==> src/demo_consts.svh <==
`ifndef DEMO_CONSTS_SVH
`define DEMO_CONSTS_SVH

// Instruction word width, RV32
`define INSTR_WIDTH 32

// Per-phase performance counter width
`define COUNT_WIDTH 16

// Words in one workload bank
`define BANK_SIZE 16

// Whole pattern ROM, four banks
`define ROM_DEPTH 64

// Entries between producer and consumer
`define FIFO_DEPTH 4

// Dwell cycles before auto-advance with SW3 on
`define AUTO_ADVANCE_TICKS 2000

// Canonical nop, addi x0,x0,0
`define NOP_WORD 32'h0000_0013

`endif

==> src/demoPkg.sv <==
package demoPkg;

    // Demo phases, code shown on the LEDs
    typedef enum logic [2:0] {
        phaseIdle      = 3'd0,
        phaseBoot      = 3'd1,
        phaseBranch    = 3'd2,   // Branch-heavy bank
        phasePower     = 3'd3,   // Compute-heavy bank
        phaseWorkload  = 3'd4,   // Mixed bank
        phaseAnalytics = 3'd5,   // Walks all banks
        phaseComplete  = 3'd6
    } demoPhase_t;

    // Press pulses, bit order matches btn[3:0]
    typedef struct packed {
        logic start;     // BTN3
        logic abort;     // BTN2
        logic advance;   // BTN1
        logic spare;     // BTN0
    } buttons_t;

    // Slide switches, bit order matches sw[3:0]
    typedef struct packed {
        logic autoAdvance;   // SW3
        logic spare2;        // SW2
        logic spare1;        // SW1
        logic hold;          // SW0 stalls the consumer
    } switches_t;

    // One RGB LED
    typedef struct packed {
        logic red;
        logic green;
        logic blue;
    } rgb_t;

endpackage

==> src/instrPkg.sv <==
`include "demo_consts.svh"

package instrPkg;

    typedef logic [`INSTR_WIDTH-1:0] instrWord_t;
    typedef logic [`COUNT_WIDTH-1:0] count_t;

    // Class of the last retired word
    typedef enum logic [1:0] {
        classNone    = 2'd0,   // Nothing retired since clear
        classNop     = 2'd1,
        classCompute = 2'd2,
        classControl = 2'd3    // Branch, jal, jalr
    } instrClass_t;

    // One beat of the valid/ready stream
    typedef struct packed {
        logic       valid;
        instrWord_t word;
    } instrBeat_t;

    // Per-phase counts, cleared on phaseStart
    typedef struct packed {
        count_t retired;
        count_t control;
        count_t compute;
        count_t nop;
    } perfCounters_t;

endpackage

==> src/buttonConditioner.sv <==
`timescale 1ns/10ps

module buttonConditioner (
    input  logic              displayClock,
    input  logic              rst,
    input  logic [3:0]        btn,       // Raw, active low
    output demoPkg::buttons_t presses
);
    import demoPkg::*;

    logic [3:0] syncA;    // First synchronizer stage
    logic [3:0] syncB;    // Stable level
    logic [3:0] lastLevel;

    always_ff @(posedge displayClock) begin
        if (rst) begin
            syncA     <= '0;
            syncB     <= '0;
            lastLevel <= '0;
            presses   <= '0;
        end else begin
            syncA     <= ~btn;   // Pressed reads as one
            syncB     <= syncA;
            lastLevel <= syncB;
            // Rising edge only
            presses   <= buttons_t'(syncB & ~lastLevel);
        end
    end

    // A held button gives exactly one pulse
    assert property (@(posedge displayClock) disable iff (rst)
        (presses & $past(presses)) == '0);

endmodule

==> src/demoSequencer.sv <==
`timescale 1ns/10ps
`include "demo_consts.svh"

module demoSequencer (
    input  logic                displayClock,
    input  logic                rst,
    input  demoPkg::buttons_t   presses,
    input  demoPkg::switches_t  sw,
    output demoPkg::demoPhase_t phase,
    output logic                demoActive,
    output logic                phaseStart    // One cycle on every phase change
);
    import demoPkg::*;

    // Room for the threshold plus one, then saturate
    localparam int TimerBits = $clog2(`AUTO_ADVANCE_TICKS + 2);
    localparam logic [TimerBits-1:0] DwellLimit = TimerBits'(`AUTO_ADVANCE_TICKS);

    logic [TimerBits-1:0] dwellTimer;
    logic autoStep;
    logic step;

    assign autoStep = sw.autoAdvance && (dwellTimer > DwellLimit);
    assign step     = demoActive && (presses.advance || autoStep);

    always_ff @(posedge displayClock) begin
        if (rst) begin
            phase      <= phaseIdle;
            demoActive <= 1'b0;
            phaseStart <= 1'b0;
            dwellTimer <= '0;
        end else begin
            phaseStart <= 1'b0;
            if (dwellTimer <= DwellLimit) begin
                dwellTimer <= dwellTimer + 1'b1;   // Stops just past the limit
            end

            if (presses.abort) begin                        // Abort beats everything
                phase      <= phaseIdle;
                demoActive <= 1'b0;
                phaseStart <= 1'b1;
                dwellTimer <= '0;
            end else if (presses.start && !demoActive) begin
                phase      <= phaseBoot;
                demoActive <= 1'b1;
                phaseStart <= 1'b1;
                dwellTimer <= '0;
            end else if (step) begin
                if (phase == phaseComplete) begin
                    phase      <= phaseIdle;   // Demo finished
                    demoActive <= 1'b0;
                end else begin
                    phase <= demoPhase_t'(phase + 1'b1);
                end
                phaseStart <= 1'b1;
                dwellTimer <= '0;              // Fresh dwell per phase
            end
        end
    end

    // Active demo always sits in a real phase
    assert property (@(posedge displayClock) disable iff (rst)
        demoActive |-> (phase != phaseIdle));

endmodule

==> src/demoTop.sv <==
`timescale 1ns/10ps

module demoTop (
    input  logic                    displayClock,
    input  logic                    rst,
    input  logic [3:0]              btn,     // Active low
    input  demoPkg::switches_t      sw,
    output logic [3:0]              led,
    output demoPkg::rgb_t           led5,
    output demoPkg::rgb_t           led6,
    output instrPkg::perfCounters_t perf
);
    import demoPkg::*;
    import instrPkg::*;

    buttons_t    presses;
    demoPhase_t  phase;
    logic        demoActive;
    logic        phaseStart;
    instrBeat_t  genBeat;      // Producer to buffer
    logic        genReady;
    instrBeat_t  fifoBeat;     // Buffer to consumer
    logic        fifoReady;
    logic        fifoFull;
    instrClass_t lastClass;

    buttonConditioner buttonConditioner_i (
        .displayClock(displayClock), .rst(rst), .btn(btn), .presses(presses));

    demoSequencer demoSequencer_i (
        .displayClock(displayClock), .rst(rst), .presses(presses), .sw(sw),
        .phase(phase), .demoActive(demoActive), .phaseStart(phaseStart));

    patternGenerator patternGenerator_i (
        .displayClock(displayClock), .rst(rst), .phase(phase), .demoActive(demoActive),
        .phaseStart(phaseStart), .out(genBeat), .ready(genReady));

    instrFifo instrFifo_i (
        .displayClock(displayClock), .rst(rst), .flush(phaseStart), .in(genBeat),
        .inReady(genReady), .out(fifoBeat), .outReady(fifoReady), .full(fifoFull));

    instrClassifier instrClassifier_i (
        .displayClock(displayClock), .rst(rst), .clear(phaseStart), .in(fifoBeat),
        .ready(fifoReady), .hold(sw.hold), .perf(perf), .lastClass(lastClass));

    statusDisplay statusDisplay_i (
        .displayClock(displayClock), .rst(rst), .phase(phase), .demoActive(demoActive),
        .lastClass(lastClass), .fifoFull(fifoFull), .hold(sw.hold),
        .led(led), .led5(led5), .led6(led6));

endmodule

==> src/instrClassifier.sv <==
`timescale 1ns/10ps
`include "demo_consts.svh"

module instrClassifier (
    input  logic                    displayClock,
    input  logic                    rst,
    input  logic                    clear,
    input  instrPkg::instrBeat_t    in,
    output logic                    ready,
    input  logic                    hold,
    output instrPkg::perfCounters_t perf,
    output instrPkg::instrClass_t   lastClass
);
    import instrPkg::*;

    // RV32I control-flow opcodes
    localparam logic [6:0] OpBranch = 7'b1100011;
    localparam logic [6:0] OpJal    = 7'b1101111;
    localparam logic [6:0] OpJalr   = 7'b1100111;

    instrClass_t wordClass;
    logic        accept;

    function automatic instrClass_t classify(input instrWord_t word);
        if (word == `NOP_WORD) begin
            return classNop;    // Only the exact canonical nop
        end
        case (word[6:0])
            OpBranch, OpJal, OpJalr: return classControl;
            default:                 return classCompute;
        endcase
    endfunction

    assign ready     = !hold;                // SW0 freezes the consumer
    assign accept    = in.valid && ready;
    assign wordClass = classify(in.word);

    always_ff @(posedge displayClock) begin
        if (rst || clear) begin
            perf      <= '0;
            lastClass <= classNone;
        end else if (accept) begin
            perf.retired <= perf.retired + 1'b1;
            case (wordClass)
                classNop:     perf.nop     <= perf.nop + 1'b1;
                classControl: perf.control <= perf.control + 1'b1;
                default:      perf.compute <= perf.compute + 1'b1;
            endcase
            lastClass <= wordClass;
        end
    end

    // Class counts always add up to retired
    assert property (@(posedge displayClock) disable iff (rst)
        perf.retired == count_t'(perf.control + perf.compute + perf.nop));

endmodule

==> src/instrFifo.sv <==
`timescale 1ns/10ps
`include "demo_consts.svh"

module instrFifo (
    input  logic                 displayClock,
    input  logic                 rst,
    input  logic                 flush,
    input  instrPkg::instrBeat_t in,
    output logic                 inReady,
    output instrPkg::instrBeat_t out,
    input  logic                 outReady,
    output logic                 full
);
    import instrPkg::*;

    localparam int PtrBits   = $clog2(`FIFO_DEPTH);
    localparam int CountBits = $clog2(`FIFO_DEPTH + 1);

    instrWord_t           mem [`FIFO_DEPTH];
    logic [PtrBits-1:0]   wrPtr;
    logic [PtrBits-1:0]   rdPtr;
    logic [CountBits-1:0] count;
    logic push;
    logic pop;

    function automatic logic [PtrBits-1:0] nextPtr(input logic [PtrBits-1:0] ptr);
        return (ptr == PtrBits'(`FIFO_DEPTH - 1)) ? '0 : PtrBits'(ptr + 1'b1);
    endfunction

    assign full      = (count == CountBits'(`FIFO_DEPTH));
    assign inReady   = !full;
    assign out.valid = (count != '0);
    assign out.word  = mem[rdPtr];           // Head of queue
    assign push      = in.valid && inReady;
    assign pop       = out.valid && outReady;

    always_ff @(posedge displayClock) begin
        if (push) begin
            mem[wrPtr] <= in.word;
        end
    end

    always_ff @(posedge displayClock) begin
        if (rst || flush) begin   // Flush empties on the phaseStart edge
            wrPtr <= '0;
            rdPtr <= '0;
            count <= '0;
        end else begin
            if (push) wrPtr <= nextPtr(wrPtr);
            if (pop)  rdPtr <= nextPtr(rdPtr);
            case ({push, pop})
                2'b10:   count <= CountBits'(count + 1'b1);
                2'b01:   count <= CountBits'(count - 1'b1);
                default: count <= count;   // Both or neither
            endcase
        end
    end

    // Write when full or read when empty drives count out of range
    assert property (@(posedge displayClock) disable iff (rst)
        count <= CountBits'(`FIFO_DEPTH));
    // Pointers meet only when empty or full
    assert property (@(posedge displayClock) disable iff (rst)
        (count == '0 || full) |-> (wrPtr == rdPtr));

endmodule

==> src/patternGenerator.sv <==
`timescale 1ns/10ps
`include "demo_consts.svh"

module patternGenerator (
    input  logic                 displayClock,
    input  logic                 rst,
    input  demoPkg::demoPhase_t  phase,
    input  logic                 demoActive,
    input  logic                 phaseStart,
    output instrPkg::instrBeat_t out,
    input  logic                 ready
);
    import demoPkg::*;
    import instrPkg::*;

    localparam int RomBits  = $clog2(`ROM_DEPTH);
    localparam int BankBits = $clog2(`BANK_SIZE);
    localparam int SelBits  = RomBits - BankBits;

    localparam instrWord_t PatternRom [`ROM_DEPTH] = '{
        // Bank 0 basic ALU mix with nops
        32'h00108093, 32'h00208113, 32'h002081b3, 32'h40208233,
        32'h00309193, 32'h0020a2b3, 32'h0020c333, 32'h0020e3b3,
        `NOP_WORD,    32'h00110413, `NOP_WORD,    32'h408084b3,
        `NOP_WORD,    32'h00941533, `NOP_WORD,    32'h0094a5b3,
        // Bank 1 branch heavy
        32'h00108093, 32'h00008067, 32'h00208113, 32'hfe208ee3,
        32'h00308193, 32'h00209e63, 32'h00410213, 32'h0020ce63,
        32'h00510293, 32'h0020de63, 32'h00610313, 32'h0020ee63,
        32'h00710393, 32'h0020fe63, 32'h00810413, 32'h00000067,
        // Bank 2 compute heavy, all R-type
        32'h002081b3, 32'h40208233, 32'h002092b3, 32'h0020d333,
        32'h4020d3b3, 32'h0020a433, 32'h0020b4b3, 32'h0020c533,
        32'h0020e5b3, 32'h0020f633, 32'h003106b3, 32'h40310733,
        32'h003117b3, 32'h00315833, 32'h403158b3, 32'h00312933,
        // Bank 3 mixed workload
        `NOP_WORD,    `NOP_WORD,    32'h00108093, `NOP_WORD,
        `NOP_WORD,    32'h002081b3, 32'h002081b3, 32'h002081b3,
        32'h00008067, 32'h00008067, 32'h00008067, `NOP_WORD,
        `NOP_WORD,    `NOP_WORD,    `NOP_WORD,    `NOP_WORD
    };

    logic [RomBits-1:0] wordIndex;    // Next word of the phase sequence
    logic [RomBits-1:0] fetchIndex;
    logic [RomBits-1:0] romAddr;
    logic [SelBits-1:0] bankSel;

    always_comb begin
        fetchIndex = phaseStart ? '0 : wordIndex;   // New phase restarts at word 0
        case (phase)
            phaseBranch:    bankSel = SelBits'(1);
            phasePower:     bankSel = SelBits'(2);
            phaseWorkload:  bankSel = SelBits'(3);
            phaseAnalytics: bankSel = fetchIndex[RomBits-1:BankBits];   // Walk all banks
            default:        bankSel = '0;                               // Idle, boot, complete
        endcase
        romAddr = {bankSel, fetchIndex[BankBits-1:0]};
    end

    always_ff @(posedge displayClock) begin
        if (rst) begin
            out.valid <= 1'b0;
            wordIndex <= '0;
        end else if (phaseStart || !out.valid || ready) begin   // Slot free or pending dropped
            out.valid <= demoActive;                            // Silent while idle
            out.word  <= PatternRom[romAddr];
            wordIndex <= demoActive ? RomBits'(fetchIndex + 1'b1) : '0;
        end
    end

    // Offered word holds until taken
    assert property (@(posedge displayClock) disable iff (rst)
        (out.valid && !ready && !phaseStart) |=> (out.valid && $stable(out.word)));

endmodule

==> src/statusDisplay.sv <==
`timescale 1ns/10ps

module statusDisplay (
    input  logic                  displayClock,
    input  logic                  rst,
    input  demoPkg::demoPhase_t   phase,
    input  logic                  demoActive,
    input  instrPkg::instrClass_t lastClass,
    input  logic                  fifoFull,
    input  logic                  hold,
    output logic [3:0]            led,
    output demoPkg::rgb_t         led5,
    output demoPkg::rgb_t         led6
);
    import demoPkg::*;
    import instrPkg::*;

    localparam rgb_t RgbOff   = '{red: 1'b0, green: 1'b0, blue: 1'b0};
    localparam rgb_t RgbRed   = '{red: 1'b1, green: 1'b0, blue: 1'b0};
    localparam rgb_t RgbGreen = '{red: 1'b0, green: 1'b1, blue: 1'b0};
    localparam rgb_t RgbBlue  = '{red: 1'b0, green: 1'b0, blue: 1'b1};

    function automatic rgb_t classColour(input instrClass_t cls);
        case (cls)
            classNop:     return RgbBlue;
            classCompute: return RgbRed;
            classControl: return RgbGreen;
            default:      return RgbOff;   // Nothing retired yet
        endcase
    endfunction

    always_ff @(posedge displayClock) begin
        if (rst) begin
            led  <= '0;
            led5 <= RgbOff;
            led6 <= RgbOff;
        end else if (demoActive) begin
            led  <= {1'b0, phase};         // Phase code 1 to 6
            led5 <= classColour(lastClass);

            // Pipeline health on LD6
            led6.red   <= fifoFull;        // Buffer backed up
            led6.green <= !hold;           // Consumer flowing
            led6.blue  <= 1'b1;            // Demo running
        end else begin
            led  <= '0;
            led5 <= RgbOff;
            led6 <= RgbOff;
        end
    end

endmodule

==> config.mk <==
export PLATFORM = sky130hd
export DESIGN_NAME = demoTop
export DESIGN_NICKNAME = d
export VERILOG_FILES = /design/src/demoPkg.sv /design/src/instrPkg.sv /design/src/buttonConditioner.sv /design/src/demoSequencer.sv /design/src/demoTop.sv /design/src/instrClassifier.sv /design/src/instrFifo.sv /design/src/patternGenerator.sv /design/src/statusDisplay.sv
export VERILOG_INCLUDE_DIRS = /design/src
export SDC_FILE = /design/constraint.sdc
export NUM_CORES = 1
export LEC_CHECK = 0
export CAP_MARGIN = 15
export CORE_AREA = 2 2 127 129
export DETAILED_ROUTE_END_ITERATION = 10
export DIE_AREA = 0 0 129 131
export DONT_BUFFER_PORTS = 1
export PLACE_DENSITY_LB_ADDON = 0.12
export SETUP_SLACK_MARGIN = 0.3
export SYNTH_ARGS = -nofsm -noshare
export SYNTH_HDL_FRONTEND = slang
export SYNTH_SLANG_ARGS = --single-unit
==> constraint.sdc <==
create_clock -name displayClock -period 3.41 [get_ports displayClock]
set_clock_uncertainty 0.1 [all_clocks]
set_input_delay 0.8525 -clock displayClock [delete_from_list [all_inputs] [get_ports displayClock]]
set_output_delay 0.8525 -clock displayClock [all_outputs]
set_load 0.01 [all_outputs]
==> impl_metrics.toml <==
[routing]
vias = 6921
drtIter0Drc = 508
ant_nets = 0
detail_route.vias_per_cell = 6.11
dr.pass1.iters = 5
wirelength_um = 20300
post-route-drc-count = 0
wl_per_cell_um = 18.0

[global_route]
grtUsageTotal = 0.238
antenna_found_initial = 0
grt_max_degree = 41
grt_pass1_vias = 6456
overflow = 0
grt_pass1_wl_um = 32300

[outcome]
status = "finished clean"

[timing]
period_share = 0.863
fmax_mhz = 340
setup_ws_ns = 0.466
fin_tns_setup_ns = 0
period_needed_ns = 2.94
max_slew_margin = 0.301
tightest_slew_ns = 1.05
finalSetupViolCount = 0
slew_violations = 0
rsz0062_at_grt = "yes"
hold_violations = 0

[worst_setup_path]
crit_path_top_delay_cell = "dfxtp_1"
max_stage_delay_ns = 0.62
critPathMaxFanout = 14
critPathCaptureType = "register"
worstPathRequired_ns = 3.75
critPathKind = "reg2reg"
cp_cell_sequence = "mux4_2 -> nor4b_4 -> o211ai_2 -> or4_1 -> a21oi_1"
arrival_ns = 3.29
critPathLaunchType = "register"

[synth]
yosys.area_share.simple = 0.191
synth_xor_area_frac = 0.0371
synth_top_family_by_area = "simple AND/OR/NAND/NOR gates"
synth_adder_area_share = 0.0328
yosysSeqAreaShare = 0.572
syn_inst = 907
syn_nets = 941
synthArstFlopShare = 0
synth_cell_types = 76
avgSynthCellArea_sq_um = 10.7
synthesis.area_sq_um = 9680
synthFlopType = "dfxtp_1"
ys_warn_count = 0
synth-edff-count = 105
synthMuxAreaShare = 0.0211
ys_ff_latch = 224
synth_compound_area_frac = 0.115

[power_and_ir_drop]
leakage_uw = 0.00356
power_per_cell_area_nw_per_um2 = 519
ir_drop_uv = 646

[cells_and_area]
n_fill_cell = 1131
diodes = 0
layout-drive-gt1-share = 0.0841
final_nets = 932
area_delta_synth_final_pct = 10.5

[floorplan]
die-area_sq_um = 16900
rows = 46
io_pins = 84
die_width_um = 129
coreArea_sq_um = 15600
initial_core_util = 0.620
dieHeight_um = 131

[clock_tree]
cts.clk_slew.worst_paths_ns = 0.06
clk_path_buf_depth = 3
ctsHtreeMaxLevel = 1
insertion_delay_ns = 0.52
cts_root_buffer = "clkbuf_16"
hold_buffers = 0
cts_inserted_buffers = 24
cts_tree = "built"
cts.sinks = 224

[min_path]
worstHoldStart = "buttonConditioner_i.lastLevel[2]"
hp-class = "reg2reg"

[place]
hpwl_um = 14000
gp_congestion = 0.890
pre_cts_ws_ns = 0.312
numPortBuffers = 0

[flow_run]
cap_violations = 0
synth_stat cells, types with 3 or more instances:
| library cell | instances | area (sq um) |
|---|---|---|
| a211o_1 | 3 | 26.3 |
| dfxtp_1 | 119 | 2380 |
| a221oi_1 | 3 | 26.3 |
| or2_2 | 5 | 31.3 |
| a31oi_1 | 8 | 50.1 |
| nor2_1 | 89 | 334 |
| o21a_1 | 4 | 30.0 |
| or3_1 | 14 | 87.6 |
| nor2b_1 | 14 | 87.6 |
| a211oi_1 | 3 | 22.5 |
| mux4_2 | 5 | 113 |
| o21ai_0 | 34 | 170 |
| a21o_1 | 4 | 30.0 |
| o31ai_1 | 16 | 120 |
| nand3_1 | 39 | 195 |
| ha_1 | 23 | 288 |
| nor3_1 | 18 | 90.1 |
| o31a_1 | 3 | 26.3 |
| mux2i_1 | 8 | 80.1 |
| and3_1 | 16 | 100 |
| nor3b_1 | 4 | 30.0 |
| buf_1 | 5 | 18.8 |
| nand4_1 | 23 | 144 |
| edfxtp_1 | 105 | 3150 |
| buf_2 | 6 | 30.0 |
| nand2_1 | 65 | 244 |
| xnor2_1 | 9 | 78.8 |
| clkbuf_1 | 39 | 146 |
| nand2b_1 | 11 | 68.8 |
| a21oi_1 | 63 | 315 |
| or4_1 | 16 | 120 |
| o32ai_1 | 3 | 26.3 |
| inv_1 | 21 | 78.8 |
| xor2_1 | 32 | 280 |
| nor4_1 | 19 | 119 |
| and4_1 | 5 | 43.8 |
| and2_1 | 5 | 31.3 |
cells in the final DEF, fill, tap and decap left out, types with 19 or more instances in the layout:
cell type / n
nand4_1: 23
inv_1: 21
nor2_1: 89
o21ai_0: 34
ha_1: 23
nand2_1: 65
xor2_1: 32
a21oi_1: 63
edfxtp_1: 105
nand3_1: 39
dfxtp_1: 119
nor4_1: 19
clkbuf_16: 25
cell families (layout without fill, tap and decap cells):
| family | count (synthesis) | in the layout |
|---|---|---|
| AND/OR/NAND/NOR | 354 | 354 |
| adder cells (fa/ha/maj) | 25 | 25 |
| buffers and inverters | 74 | 83 |
| flip-flops | 224 | 224 |
| multiplexers | 14 | 14 |
| AO/OA/AOI/OAI | 174 | 174 |
| other | 1 | 1 |
| XOR/XNOR | 41 | 41 |
where the power goes:
| part | switching [uW] | total, uW | internal (uW) |
|---|---|---|---|
| logic | 64.5 | 98.5 | 34.1 |
| registers | 26.2 | 2860 | 2830 |
| clock network | 1030 | 2590 | 1560 |
| total | 1120 | 5540 | 4420 |
state kept, by name, indices dropped and copies added, names as in the netlist, named ones only:
register and count:
demoSequencer_i.demoActive 1, patternGenerator_i.wordIndex 6, buttonConditioner_i.syncA 3, demoSequencer_i.phaseStart 1
statusDisplay_i.led 3, patternGenerator_i.out 22, instrClassifier_i.lastClass 2, instrFifo_i.rdPtr 2
statusDisplay_i.led6 3, instrFifo_i.count 3, instrFifo_i.mem 84, statusDisplay_i.led5 3
demoSequencer_i.phase 3, buttonConditioner_i.syncB 3, demoSequencer_i.dwellTimer 11, buttonConditioner_i.presses 3
instrClassifier_i.perf 64, buttonConditioner_i.lastLevel 3, instrFifo_i.wrPtr 2
final timing paths:
| check | to | slack (ns) | cells after the start |
|---|---|---|---|
| worst min register to register | buttonConditioner_i.presses[2] | 0.28 | 1 |
| worst min-delay path | buttonConditioner_i.presses[2] | 0.28 | 1 |
| worst max-delay path | instrClassifier_i.perf[5] | 0.47 | 5 |
| worst max register to register | instrClassifier_i.perf[5] | 0.47 | 5 |
worst max-delay path: cells and delay by family, from the launching register on:
family / cells / cell delay (ns)
mux: 1 / 0.62
simple gates: 2 / 1.03
compound gates: 2 / 0.51
flops: 1 / 0.62
through the flow:
stage	cells	cell area (sq um)	power, uW	utilization	hold WS, ns
2_1_floorplan	907	9680	2980	-	0.267
3_3_place_gp	1087	9870	3000	0.633	0.272
3_5_place_dp	1087	9870	3010	0.633	0.274
4_1_cts	1131	10700	5590	0.685	0.282
5_1_grt	1132	10700	5720	0.685	0.276
6_report	1132	10700	5540	0.685	0.283
layer usage:
| metal | wire (um) | track usage |
|---|---|---|
| met3 | 1290 | 0.0415 |
| met4 | 348 | 0.0671 |
| met5 | 0 | 0 |
| met1 | 8900 | 0.329 |
| met2 | 9800 | 0.392 |
cell type report:
cell class              instances  area, sq um  area share
clock inverters                15          140      0.0131
well taps                     216          270      0.0253
multi-input cells             609         3850       0.360
inverters                      22         82.6     0.00772
flip-flops and latches        224         5540       0.518
clock buffers                  29          671      0.0627
repair buffers                 17          140      0.0131
what timing repair did:
action                                  4_1_cts  5_1_grt
endpoints found under the setup margin        0       12
setup buffers                                 0        1
gates resized for setup                       0        1
Note: power is estimated with default switching activity, not from simulation.
